## src/design/xc_defs.svh

```systemverilog
`ifndef XC_DEFS_SVH
`define XC_DEFS_SVH

// Sizes of the correlator core.
// All RTL files and the testbench take their dimensions from here.

// Number of one-bit input lines.
// This is the width of line_in and of one sample.
`define XC_NUM_LINES 4

// Number of line pairs (i <= j) for four lines.
// This covers four auto pairs and six cross pairs.
// It is also the number of words sent per frame.
`define XC_NUM_PAIRS 10

// Width of one coincidence count word.
`define XC_RESOLUTION 16

// Number of sysclk cycles between two samples while enabled.
// Keep this at 4 or more so the two-flop synchronizer settles between ticks.
`define XC_SAMPLE_DIV 8

// Number of samples that make up one correlation frame.
// A frame must last longer than one readout burst.
`define XC_FRAME_SAMPLES 64

`endif

```

## src/design/xc_pkg.sv

```systemverilog
`include "xc_defs.svh"

package xc_pkg;

    // One sample of all input lines, line 0 in bit 0.
    typedef logic [`XC_NUM_LINES-1:0] lines_t;

    // One coincidence count.
    typedef logic [`XC_RESOLUTION-1:0] count_t;

    // Pair number, 0 to XC_NUM_PAIRS-1.
    typedef logic [$clog2(`XC_NUM_PAIRS)-1:0] pair_idx_t;

    // States of the readout FSM.
    typedef enum logic {
        IDLE,
        SEND
    } readout_state_t;

    // Pairs are numbered row by row over the upper triangle.
    // The order is (0,0) (0,1) (0,2) (0,3) (1,1) (1,2) (1,3) (2,2) (2,3) (3,3).
    // Both functions walk the same triangle and return one coordinate each.
    function automatic int pair_line_a(input int pair);
        int n;
        int a;
        n = 0;
        a = 0;
        for (int i = 0; i < `XC_NUM_LINES; i++) begin
            for (int j = i; j < `XC_NUM_LINES; j++) begin
                if (n == pair) begin
                    a = i;
                end
                n++;
            end
        end
        return a;
    endfunction

    // Second line of a pair, in the same order as pair_line_a.
    function automatic int pair_line_b(input int pair);
        int n;
        int b;
        n = 0;
        b = 0;
        for (int i = 0; i < `XC_NUM_LINES; i++) begin
            for (int j = i; j < `XC_NUM_LINES; j++) begin
                if (n == pair) begin
                    b = j;
                end
                n++;
            end
        end
        return b;
    endfunction

endpackage

```

## src/design/xc_core.sv

```systemverilog
`timescale 1ns/1ps
`include "xc_defs.svh"

// Top of the correlator core.
// A sampler feeds one coincidence counter per line pair.
// After each frame the readout sends the pair totals out as a word stream.
// The sample tick is exported as smpclk so that a driver can pace its lines.
module xc_core (
    input  logic              sysclk,
    input  logic              rst_n,
    input  logic              enable,
    input  xc_pkg::lines_t    line_in,
    output logic              smpclk,
    output xc_pkg::count_t    mux_out,
    output xc_pkg::pair_idx_t word_index,
    output logic              word_strobe
);

    // Current sample of all lines, held between ticks.
    xc_pkg::lines_t samples;

    // Last sample of the frame, coincident with smpclk.
    logic frame_end;

    // All pair totals, pair 0 in the lowest word.
    logic [`XC_NUM_PAIRS*`XC_RESOLUTION-1:0] results;

    // The sample strobe leaves the core directly as smpclk.
    xc_sampler u_sampler (
        .sysclk        (sysclk),
        .rst_n         (rst_n),
        .enable        (enable),
        .line_in       (line_in),
        .samples       (samples),
        .sample_strobe (smpclk),
        .frame_end     (frame_end)
    );

    // One counter per pair.
    // The line numbers of each pair come from the package mapping.
    // The testbench model walks the pairs in the same order.
    for (genvar p = 0; p < `XC_NUM_PAIRS; p++) begin : g_pair
        xc_pair_counter #(
            .LINE_A (xc_pkg::pair_line_a(p)),
            .LINE_B (xc_pkg::pair_line_b(p))
        ) u_pair_counter (
            .sysclk        (sysclk),
            .rst_n         (rst_n),
            .samples       (samples),
            .sample_strobe (smpclk),
            .frame_end     (frame_end),
            .result        (results[p*`XC_RESOLUTION +: `XC_RESOLUTION])
        );
    end

    // Word stream out of the core.
    xc_readout u_readout (
        .sysclk      (sysclk),
        .rst_n       (rst_n),
        .frame_end   (frame_end),
        .results     (results),
        .mux_out     (mux_out),
        .word_index  (word_index),
        .word_strobe (word_strobe)
    );

endmodule

```

## src/design/xc_pair_counter.sv

```systemverilog
`timescale 1ns/1ps
`include "xc_defs.svh"

// Coincidence counter for one line pair.
// For an auto pair LINE_A equals LINE_B and this counts the ones of that line.
// The running total restarts every frame.
// The finished total is held in result until the next frame ends.
module xc_pair_counter #(
    parameter int LINE_A = 0,
    parameter int LINE_B = 0
) (
    input  logic           sysclk,
    input  logic           rst_n,
    input  xc_pkg::lines_t samples,
    input  logic           sample_strobe,
    input  logic           frame_end,
    output xc_pkg::count_t result
);

    // Largest count the accumulator can hold.
    localparam xc_pkg::count_t COUNT_MAX = '1;

    // Running count for the current frame.
    xc_pkg::count_t acc;

    // Count including the sample presented in this cycle.
    xc_pkg::count_t acc_next;

    // Both lines of the pair are high in the current sample.
    logic hit;

    assign hit = samples[LINE_A] & samples[LINE_B];

    // Add one per coincident sample, and stick at the top instead of wrapping.
    always_comb begin
        acc_next = acc;
        if (sample_strobe && hit && (acc != COUNT_MAX)) begin
            acc_next = acc + 1'b1;
        end
    end

    // frame_end comes with the strobe of the last sample.
    // So the total moved to result must be acc_next and not acc.
    always_ff @(posedge sysclk or negedge rst_n) begin
        if (!rst_n) begin
            acc    <= '0;
            result <= '0;
        end else if (frame_end) begin
            result <= acc_next;
            acc    <= '0;
        end else begin
            acc <= acc_next;
        end
    end

    // A frame total at full scale may have been clipped.
    // Flag it so a too short count word does not pass silently.
    assert property (@(posedge sysclk) disable iff (!rst_n)
        frame_end |-> (acc_next != COUNT_MAX))
    else
        $error("xc_pair_counter(%0d,%0d): count saturated in frame", LINE_A, LINE_B);

endmodule

```

## src/design/xc_readout.sv

```systemverilog
`timescale 1ns/1ps
`include "xc_defs.svh"

// Readout of the latched pair totals.
// After each frame the ten totals go out one word per cycle on mux_out.
// word_index names the pair and word_strobe marks every valid word.
// There is no back-pressure, so the burst always runs to the end.
module xc_readout (
    input  logic                                      sysclk,
    input  logic                                      rst_n,
    input  logic                                      frame_end,
    input  logic [`XC_NUM_PAIRS*`XC_RESOLUTION-1:0]   results,
    output xc_pkg::count_t                            mux_out,
    output xc_pkg::pair_idx_t                         word_index,
    output logic                                      word_strobe
);

    // Index of the last pair in the burst.
    localparam xc_pkg::pair_idx_t LAST_IDX = xc_pkg::pair_idx_t'(`XC_NUM_PAIRS - 1);

    xc_pkg::readout_state_t state;

    // Pair currently presented on mux_out.
    xc_pkg::pair_idx_t idx;

    // The word on the bus in this cycle is the last of the burst.
    logic last_word;

    assign last_word = (idx == LAST_IDX);

    // The FSM leaves IDLE on the cycle after frame_end.
    // By then every pair counter has moved its total into its result register.
    // In SEND the index steps once per cycle and the FSM drops back after pair 9.
    always_ff @(posedge sysclk or negedge rst_n) begin
        if (!rst_n) begin
            state <= xc_pkg::IDLE;
            idx   <= '0;
        end else begin
            case (state)
                xc_pkg::IDLE: begin
                    if (frame_end) begin
                        state <= xc_pkg::SEND;
                        idx   <= '0;
                    end
                end
                xc_pkg::SEND: begin
                    if (last_word) begin
                        state <= xc_pkg::IDLE;
                        idx   <= '0;
                    end else begin
                        idx <= idx + 1'b1;
                    end
                end
                default: begin
                    state <= xc_pkg::IDLE;
                    idx   <= '0;
                end
            endcase
        end
    end

    // Outputs decode straight from the state and index registers.
    // The first word therefore appears one cycle after frame_end.
    // Between bursts the index rests at 0 and the data bus is held at 0.
    assign word_strobe = (state == xc_pkg::SEND);
    assign word_index  = idx;

    // Pair 0 sits in the lowest word of the flat result bus.
    always_comb begin
        if (word_strobe) begin
            mux_out = results[int'(idx) * `XC_RESOLUTION +: `XC_RESOLUTION];
        end else begin
            mux_out = '0;
        end
    end

    // A new frame must not end while the previous one is still being sent.
    // The totals would be replaced under the running burst.
    // The frame length is chosen so this never happens.
    assert property (@(posedge sysclk) disable iff (!rst_n)
        frame_end |-> (state == xc_pkg::IDLE))
    else
        $error("xc_readout: frame_end arrived during readout burst");

endmodule

```

## src/design/xc_sampler.sv

```systemverilog
`timescale 1ns/1ps
`include "xc_defs.svh"

// Sampling front end of the correlator.
// The input lines are asynchronous to sysclk and pass two flops first.
// A divider turns sysclk into one sample tick every XC_SAMPLE_DIV cycles,
// but only while enable is high.
// A frame counter marks the last sample of each frame.
module xc_sampler (
    input  logic           sysclk,
    input  logic           rst_n,
    input  logic           enable,
    input  xc_pkg::lines_t line_in,
    output xc_pkg::lines_t samples,
    output logic           sample_strobe,
    output logic           frame_end
);

    localparam int DIV_W   = $clog2(`XC_SAMPLE_DIV);
    localparam int FRAME_W = $clog2(`XC_FRAME_SAMPLES);

    // Divider position within one sample period.
    logic [DIV_W-1:0] div_cnt;

    // Number of samples already taken in the current frame.
    logic [FRAME_W-1:0] frame_cnt;

    // Synchronizer stages for the asynchronous lines.
    xc_pkg::lines_t sync_q1;
    xc_pkg::lines_t sync_q2;

    // High in the cycle where the divider wraps.
    logic tick;

    // High when the sample taken on this tick is the last of the frame.
    logic last_sample;

    assign tick        = enable && (div_cnt == DIV_W'(`XC_SAMPLE_DIV - 1));
    assign last_sample = (frame_cnt == FRAME_W'(`XC_FRAME_SAMPLES - 1));

    // The divider only moves while enabled.
    // Dropping enable freezes it mid-period, and the period resumes where it stopped.
    always_ff @(posedge sysclk or negedge rst_n) begin
        if (!rst_n) begin
            div_cnt <= '0;
        end else if (enable) begin
            if (tick) begin
                div_cnt <= '0;
            end else begin
                div_cnt <= div_cnt + 1'b1;
            end
        end
    end

    // Strobe and frame marker are registered so that they line up with
    // the captured sample.
    // The frame counter advances once per tick and so also holds while disabled.
    always_ff @(posedge sysclk or negedge rst_n) begin
        if (!rst_n) begin
            sample_strobe <= 1'b0;
            frame_end     <= 1'b0;
            frame_cnt     <= '0;
        end else begin
            sample_strobe <= tick;
            frame_end     <= tick && last_sample;
            if (tick) begin
                if (last_sample) begin
                    frame_cnt <= '0;
                end else begin
                    frame_cnt <= frame_cnt + 1'b1;
                end
            end
        end
    end

    // Two flops bring the lines into the sysclk domain.
    // The capture register takes the second stage on the tick.
    // The counted value is therefore the line as it stood three edges before
    // the strobe is seen.
    always_ff @(posedge sysclk) begin
        sync_q1 <= line_in;
        sync_q2 <= sync_q1;
        if (tick) begin
            samples <= sync_q2;
        end
    end

    // The frame marker must always ride on a sample strobe.
    // The pair counters rely on this to include the last sample in the total.
    assert property (@(posedge sysclk) disable iff (!rst_n)
        frame_end |-> sample_strobe)
    else
        $error("xc_sampler: frame_end without sample_strobe");

endmodule

```

## config.mk

```make
export PLATFORM = sky130hd
export DESIGN_NAME = xc_core
export DESIGN_NICKNAME = d
export VERILOG_FILES = /design/src/design/xc_pkg.sv /design/src/design/xc_core.sv /design/src/design/xc_pair_counter.sv /design/src/design/xc_readout.sv /design/src/design/xc_sampler.sv
export VERILOG_INCLUDE_DIRS = /design/src /design/src/design
export SDC_FILE = /design/constraint.sdc
export NUM_CORES = 1
export LEC_CHECK = 0
export ABC_AREA = 1
export CAP_MARGIN = 20
export CORE_UTILIZATION = 65
export DETAILED_ROUTE_END_ITERATION = 10
export DONT_BUFFER_PORTS = 1
export GPL_TIMING_DRIVEN = 0
export PLACE_DENSITY = 0.84
export SYNTH_ARGS = -nofsm -noshare
export SYNTH_HDL_FRONTEND = slang
export SYNTH_SLANG_ARGS = --single-unit
```

## constraint.sdc

```tcl
create_clock -name sysclk -period 4.35 [get_ports sysclk]
set_clock_uncertainty 0.2 [all_clocks]
set_input_delay 0.87 -clock sysclk [delete_from_list [all_inputs] [get_ports sysclk]]
set_output_delay 0.87 -clock sysclk [all_outputs]
set_load 0.03 [all_outputs]
```

# After elaboration in Yosys (flattened, before gate mapping)
# Index checks and enable logic that the tools add are counted.
dict set report classes {
  n_shift 1
  div 0
  bitwise_logic 7
  muxes 29
  reduce_logical 22
  n_addsub 13
  n_mul 0
  magnitude_cmp 0
  eq_ne 14
}
# op count
set op_table {}
lappend op_table {{16-bit two-way mux} 21}
lappend op_table {{16-bit by 1-bit adder with 16-bit output (second input constant)} 10}
lappend op_table {{16-bit != test (second input constant)} 10}
lappend op_table {{160-bit by 9-bit indexed part select with 16-bit output} 1}
lappend op_table {{1-bit logical AND} 22}
lappend op_table {{4-bit two-way mux} 2}
lappend op_table {{4-bit one-hot mux with 2 select lines} 1}
lappend op_table {{6-bit by 1-bit adder with 6-bit output (second input constant)} 1}
lappend op_table {{1-bit AND} 6}
lappend op_table {{6-bit == test (second input constant)} 1}
lappend op_table {{6-bit two-way mux} 1}
lappend op_table {{4-bit by 1-bit adder with 4-bit output (second input constant)} 1}
lappend op_table {{4-bit == test (second input constant)} 1}
lappend op_table {{3-bit by 1-bit adder with 3-bit output (second input constant)} 1}
lappend op_table {{3-bit == test (second input constant)} 1}
lappend op_table {{3-bit two-way mux} 1}
lappend op_table {{1-bit two-way mux} 2}
lappend op_table {{2-bit != test (second input constant)} 1}
lappend op_table {{1-bit one-hot mux with 2 select lines} 1}
lappend op_table {{1-bit NOT} 1}
dict set report word_totals {
  ramBits 0
  latch_bits 0
  inputBits 7
  wordCells 115
  n_memories 0
  rom_bits 0
  output_inout_bits 22
  regBits 348
}

# Longest topological paths before layout
# Gate-level depths: netlist (run 1).
dict set report depth {
  ltp_word 5
  ltp_mapped 11
  depth_no_buf 11
}

# By module
# From an unflattened synthesis (run 1), not the netlist that was laid out.
dict set report unflattened {
  cells_unflattened 2829
  area_unflattened_um2 20642.3
}
# mod area_per_inst_um2 cells_per_inst seq_area_each_um2 instances
set by_module_without_submodules {}
lappend by_module_without_submodules {{xc_pair_counter at g_pair[1].u_pair_counter ...} 1783.0 226 800.8 6}
lappend by_module_without_submodules {{xc_pair_counter at g_pair[0].u_pair_counter ...} 1731.7 228 800.8 4}
lappend by_module_without_submodules {xc_readout 2189.6 493 125.1 1}
lappend by_module_without_submodules {xc_sampler 828.3 68 555.5 1}

# Least setup slack after synthesis (run 1)
# OpenSTA, ideal clock, no wires.
dict set report synth_timing {
  path_type {reg2out}
  start {register u_readout.idx[3], in the netlist u_readout.word_index[3]}
  end {output mux_out[10]}
  path_buffers 1
  slack_ns 1.362
  required_ns 3.280
  path_stages_with_launch 6
  t_arrival_ns 1.918
  path_cell_list {dfrtp_1 clkinv_1 nor3_2 buf_2 nand2_1 a21oi_1}
}
dict set report synth_via {
  elab_chain_cells 2
}
# item line
set synth_lines {}
lappend synth_lines {{start: declaration} xc_readout.sv:24} ;# xc_pkg::pair_idx_t idx;
lappend synth_lines {{start signal: assignment} xc_readout.sv:51} ;# idx <= idx + 1'b1;
lappend synth_lines {{160-bit by 9-bit indexed part select with 16-bit output} xc_readout.sv:71} ;# mux_out = results[int'(idx) * `XC_RESOLUTION +: `XC_RESOLUTION];
lappend synth_lines {{16-bit two-way mux} xc_readout.sv:70} ;# if (word_strobe) begin
lappend synth_lines {{end: declaration} xc_core.sv:14} ;# output xc_pkg::count_t mux_out,
# Every way passes these cells.

# Worst setup path after layout (run 1)
dict set report layout_timing {
  start {register u_readout.idx[0], in the netlist u_readout.word_index[0]}
  end {output mux_out[5]}
}
# Same word-level chain as after synthesis.

==> results.cfg, run 1 <==
[die]
dieArea_um2 = 29800
start_util_pct = 65.9
die_x_um = 173
row_count = 62
ioPinCount = 29
die_y_um = 173
coreArea_um2 = 28700

[layout]
final_nets = 2775
area_delta_synth_final_pct = 9.70
final_cells = 3166
final_common_cell = nand2_1
drive_gt1_share_pct = 4.93
layout_common_cells = 990 x nand2_1, 414 x nor2_1, 336 x dfrtp_1
fin_util_pct = 72.3

[logic_synthesis]
yosys.cell_types.count = 36
ys_seq_area_share_pct = 45.9
yosysTopAreaCell = dfrtp_1
ys_warn_count = 0
synth_area_leaders = dfrtp_1 44%, nand2_1 20%, nor2_1 8.2%
post-synth-top-area-fraction_pct = 44.4
synth_cells = 2713
avgSynthCellArea_um2 = 6.97
synth-seq-cells = 348
syn_nets = 2735
syn_area_um2 = 18900

[timing]
worst_slew_pin_slew_ns = 1.18
slew_violations = 0
grt_setup_unrepaired = false
finalSetupViolCount = 0
finalCritPeriodShare_pct = 98.5
whs_ns = -0.162
relSlewSlack_pct = 21.5
max_freq_ghz = 0.233
hold_viol_final = 336
worst_slack_ns = 0.0646
fin_setup_tns_ns = 0
period_minus_slack_ns = 4.29

[setup_path]
path_max_fanout = 10
worst-endpoint-arrival_ns = 3.22
path_buf_inv = 3
cp_cell_sequence = buf_2 -> buf_2 -> clkbuf_1 -> nand2_1 -> nand2_1 -> nand2_1 -> a21oi_1
worst-path-stages = 7
r2r_setup_slack_ns = 1.43
cp.required_ns = 3.28
cpMaxStageDelayCell = a21oi_1
cp-startpoint = u_readout.word_index[0]
cp-end-kind = primary output
setup.worst_path.class = flop to primary output
endpoint = mux_out[5]
r2r-start = u_sampler.frame_end
max_stage_delay_ns = 0.67
r2r_cells = 5
crit_family = buffers and inverters
crit_top_cell = nand2_1
cp-start-kind = flop
rr_endpoint = g_pair[1].u_pair_counter.result[15]

[place]
dp.cells = 3097
post-place-ws_ns = 0.656
numPortBuffers = 0
dp_hpwl_mm = 39.1
gp_congestion = 0.988

[route]
wl_met3_mm = 4.53
wire_per_inst_um = 17.5
drc = 0
drt_iter0_drc = 2078
vias = 18400
first_pass_iters = 6
drt-total-wl_mm = 55.3
wl_met1_mm = 22.7
via_per_inst = 5.80
routed.top_layer = met4
postRouteAntennaNets = 0
dr_wl_met2_mm = 25.6

[power_and_ir_drop]
ir_drop_uv = 421
leakage_nw = 10.2
power_density_nw_per_um2 = 364
power_mw = 7.55

[grt]
first_global_vias = 17400
antenna_found_initial = 1
grt_remaining_overflow = 0
grt_max_degree = 337
grt_pass1_wl_mm = 89.0
gr-usage-all-layers_pct = 37.7

[clocking]
cts_max_level = 2
clk_latency_ns = 0.54
clkTransAtPathRegs_ns = 0.06
clock_path_buffers = 3
post_cts_buffers = 0
cts_tree = built
cts_root_buffer = clkbuf_16
cts_buffers = 38
cts.sinks = 348

[run_status]
violations = hold timing
status = complete, but fails checks

[run]
maxCapViolations = 0

[worst_hold_path]
hold_class = input port to asynchronous set/reset pin
==> metal layers <==
layer / global-route usage, % / vias up
met5: 0 / -
met4: 16.8 / 0
met3: 7.63 / 164
met2: 60.2 / 785
met1: 49.9 / 8754
li1: - / 8661
==> metrics by stage <==
step	area, um2	hold WS [ns]
final	20800	-0.162
after CTS	20700	-0.182
after global placement	19400	0.116
after floorplan	18900	0.110
after global routing	20800	-0.176
after detailed placement	19400	0.116
==> power breakdown <==
group          leakage, nW  total [mW]  internal, mW  switching [mW]
Combinational         4.85       0.571         0.221           0.350
Clock                0.640        3.42          2.07            1.35
Sequential            4.75        3.56          3.40           0.166
==> cell families (layout without fill, tap and decap cells) <==
| group | Yosys count | count (layout) | synth area share (%) |
|---|---|---|---|
| simple gates | 1825 | 1825 | 40.5 |
| flops | 348 | 348 | 45.9 |
| buf+inv | 319 | 387 | 6.47 |
| compound gates | 186 | 186 | 5.18 |
| xor+xnor | 19 | 19 | 0.880 |
| fa+ha+maj | 15 | 15 | 0.992 |
| mux | 1 | 1 | 0.0595 |
| other cells | 0 | 1 | 0 |
==> repair_timing <==
item,4_1_cts,5_1_grt
endpoints found under the setup margin,0,11
hold endpoints to repair,336,336
resized for setup,0,11
==> cell usage after synthesis <==
cell type and number:
nand2_1 990, nor2_1 414, dfrtp_1 336, nand3_1 303
inv_1 213, o21ai_0 101, clkbuf_1 70, a21oi_1 57
nand4_1 44, nand3b_1 25, buf_2 19, xor2_1 16
ha_1 15, nor2_4 14, nor2_2 12, nor3_1 10
o21bai_1 9, dfxtp_1 8, o21ai_1 8, buf_1 7
inv_2 7, a21o_1 5, edfxtp_1 4, nand2_4 4
nand2_2 3, nor3_2 3, o22ai_1 3, xnor2_1 3
clkinv_1 2, o211ai_1 2, and2_1 1, buf_4 1
mux2_2 1, nor2_8 1, nor3b_1 1, o21bai_2 1
==> worst register-to-register path: stages (launching register included) <==
cell and delay, ns:
dfrtp_1 0.32, clkbuf_1 0.33, clkbuf_1 0.63, clkbuf_1 0.94, nand3_1 0.32, nand2_1 0.12
==> layout make-up <==
cell class / count / area (um2)
Tap cell: 384 / 480
Antenna cell: 1 / 2.50
Clock buffer: 54 / 1100
Sequential cell: 348 / 8690
Multi-Input combinational cell: 2046 / 9050
Clock inverter: 14 / 208
Fill cell: 2299 / 7950
Inverter: 222 / 833
Buffer: 97 / 392
==> flip-flops by register name, summed over array words and instances, names as in the netlist <==
register,flops
g_pair.u_pair_counter.acc,160
g_pair.u_pair_counter.result,160
u_sampler.frame_cnt,6
u_readout.word_index,4
u_sampler.samples,4
u_sampler.sync_q1,4
u_sampler.sync_q2,4
u_sampler.div_cnt,3
u_readout.word_strobe,1
u_sampler.frame_end,1
u_sampler.sample_strobe,1
==> worst min path at each step <==
| stage | from | endpoint | cells past startpoint |
|---|---|---|---|
| 6_report | rst_n | g_pair[4].u_pair_counter.acc[8] | 0 |
| 5_1_grt | rst_n | g_pair[4].u_pair_counter.acc[7] | 0 |
| 4_1_cts | rst_n | g_pair[1].u_pair_counter.result[5] | 0 |
| 3_5_place_dp | u_sampler.sync_q1[1] | u_sampler.sync_q2[1] | 0 |
| 3_3_place_gp | u_sampler.sync_q1[1] | u_sampler.sync_q2[1] | 0 |
| 2_1_floorplan | u_sampler.sync_q1[0] | u_sampler.sync_q2[0] | 0 |
No activity file was read; power rests on OpenSTA's default activity.
==> run 2: changes to the inputs <==
- MAX_ROUTING_LAYER: not set -> met4
- RECOVER_POWER: not set -> 25
==> run 2 against run 1 <==
  * The flow still finishes with violations (hold timing)
  * Clock power up 7.9%
  * Hold slack better by 0.012 ns
  * Sequential cell count unchanged
  * Worst setup slack better by 0.038 ns
  * Highest routed layer unchanged
==> results.cfg, run 2 (synthesis results as in run 1) <==
[setup_path]
cp-start-kind = flop
r2r-start = u_sampler.frame_end
max_stage_delay_ns = 0.64
cp.required_ns = 3.28
worst-endpoint-arrival_ns = 3.18
cpMaxStageDelayCell = a21oi_1
cp-end-kind = primary output
path_buf_inv = 4
cp-startpoint = u_readout.word_index[0]
setup.worst_path.class = flop to primary output
crit_family = buffers and inverters
cp_cell_sequence = buf_2 -> inv_2 -> buf_2 -> clkbuf_1 -> o21ai_0 -> nand3_1 -> nand3_1 -> a21oi_1
path_max_fanout = 10

[layout]
area_delta_synth_final_pct = 10.3
fillers = 2390
fin_util_pct = 72.7
final_nets = 2776
diodes = 0
top_regs = g_pair.u_pair_counter.acc: 160 flops, g_pair.u_pair_counter.result: 160 flops, u_sampler.frame_cnt: 6 flops
final_common_cell = nand2_1
layout_common_cells = 990 x nand2_1, 414 x nor2_1, 336 x dfrtp_1
drive_gt1_share_pct = 5.07

[run_status]
status = complete, but fails checks
violations = hold timing

[route]
drt-total-wl_mm = 55.8
via_per_inst = 5.77
vias = 18300
first_pass_iters = 6
drt_iter0_drc = 2191
wire_per_inst_um = 17.6
postRouteAntennaNets = 0
drc = 0

[die]
row_count = 62
start_util_pct = 65.9
die_x_um = 173
ioPinCount = 29
dieArea_um2 = 29800
die_y_um = 173
coreArea_um2 = 28700

[power_and_ir_drop]
p_sw_share_pct = 24.4
comb_power_share_pct = 7.2
leakage_nw = 10.3
power_density_nw_per_um2 = 374
ir_drop_uv = 391
power.clock.fraction_pct = 47.2
switchingPower_mw = 1.90
p_seq_share_pct = 45.6
power.internal_mw = 5.90

[grt]
grt_pass1_wl_mm = 88.8
antenna_found_initial = 0
gr-usage-all-layers_pct = 39.0
grt_remaining_overflow = 0
grt_max_degree = 337
first_global_vias = 17300

[timing]
worst_slew_pin_slew_ns = 1.13
period_minus_slack_ns = 4.25
max_freq_ghz = 0.235
grt_setup_unrepaired = false
finalCritPeriodShare_pct = 97.6
fin_setup_tns_ns = 0
finalSetupViolCount = 0
hold_viol_final = 111
relSlewSlack_pct = 24.9
slew_violations = 0
whs_ns = -0.149

[run]
maxCapViolations = 0

[worst_hold_path]
hold_class = input port to asynchronous set/reset pin

[place]
gp_congestion = 1.04
dp_hpwl_mm = 39.8
numPortBuffers = 0

[clocking]
clk_latency_ns = 0.53
cts.sinks = 348
clkTransAtPathRegs_ns = 0.06
clock_path_buffers = 3
cts_max_level = 2
cts_root_buffer = clkbuf_16
cts_tree = built
cts_buffers = 39
post_cts_buffers = 0
==> run 2: changes by cell type in the layout (fill, tap and decap cells not counted) <==
cell        delta
a21oi_1        +2
a21oi_2        -2
bufinv_16      +2
clkbuf_1       -4
clkbuf_16      +2
clkbuf_8       +1
clkinv_2       -2
clkinv_4       +3
clkinvlp_4     -1
diode_2        -1
inv_8          +1
==> run 2: layout make-up <==
class	count	area [um2]	area share (%)
flip-flops and latches	348	8690	41.6
clock inverters	17	288	1.38
well taps	384	480	2.30
plain buffers	97	392	1.88
clock buffers	53	1150	5.51
multi-input cells	2046	9040	43.3
inverters	222	833	3.99
==> run 2: final timing paths <==
path	to	cells after the start	slack, ns
max reg2reg	g_pair[4].u_pair_counter.result[15]	5	1.39
max in group asynchronous	u_sampler.div_cnt[2]	0	3.19
min in group sysclk	u_sampler.sync_q2[0]	0	0.14
min	g_pair[4].u_pair_counter.acc[7]	0	-0.15
max	mux_out[9]	8	0.10
min reg2reg	u_sampler.sync_q2[0]	0	0.14
==> run 2: power by group through the flow <==
stage | clock network [mW] | registers (mW) | logic [mW]
global route | 3.84 | 3.58 | 0.658
finish | 3.69 | 3.56 | 0.559
detailed placement | 0 | 3.61 | 0.547
CTS | 3.71 | 3.55 | 0.556
global placement | 0 | 3.60 | 0.508
floorplan | 0 | 3.57 | 0.430
==> run 2: repair_timing <==
action	4_1_cts	5_1_grt
hold endpoints to repair	336	336
setup endpoints to repair	0	9
resized for setup	0	9
==> run 2: worst reg2reg max path: cells and delay by family (launching register included) <==
family                 cells  cell delay (ns)
AND/OR/NAND/NOR            2             0.42
flip-flops                 1             0.32
buffers and inverters      3             1.95
==> run 2: metrics by stage <==
step	instances	cell area [um2]	power [mW]	worst slack (ns)
2_1_floorplan	2713	18900	4.01	1.36
3_3_place_gp	3097	19400	4.10	0.729
3_5_place_dp	3097	19400	4.16	0.695
4_1_cts	3167	20800	7.81	0.121
5_1_grt	3167	20900	8.07	0.00583
6_report	3167	20900	7.80	0.102
==> run 2: layer usage <==
layer,part of all wire [%],vias up,routed length [um],global-route usage [%]
li1,-,8675,-,-
met1,40,8610,22400,49.5
met2,46,800,25600,60.0
met3,9.0,181,5030,7.89
met4,5.1,0,2820,18.8
met5,0,-,0,-
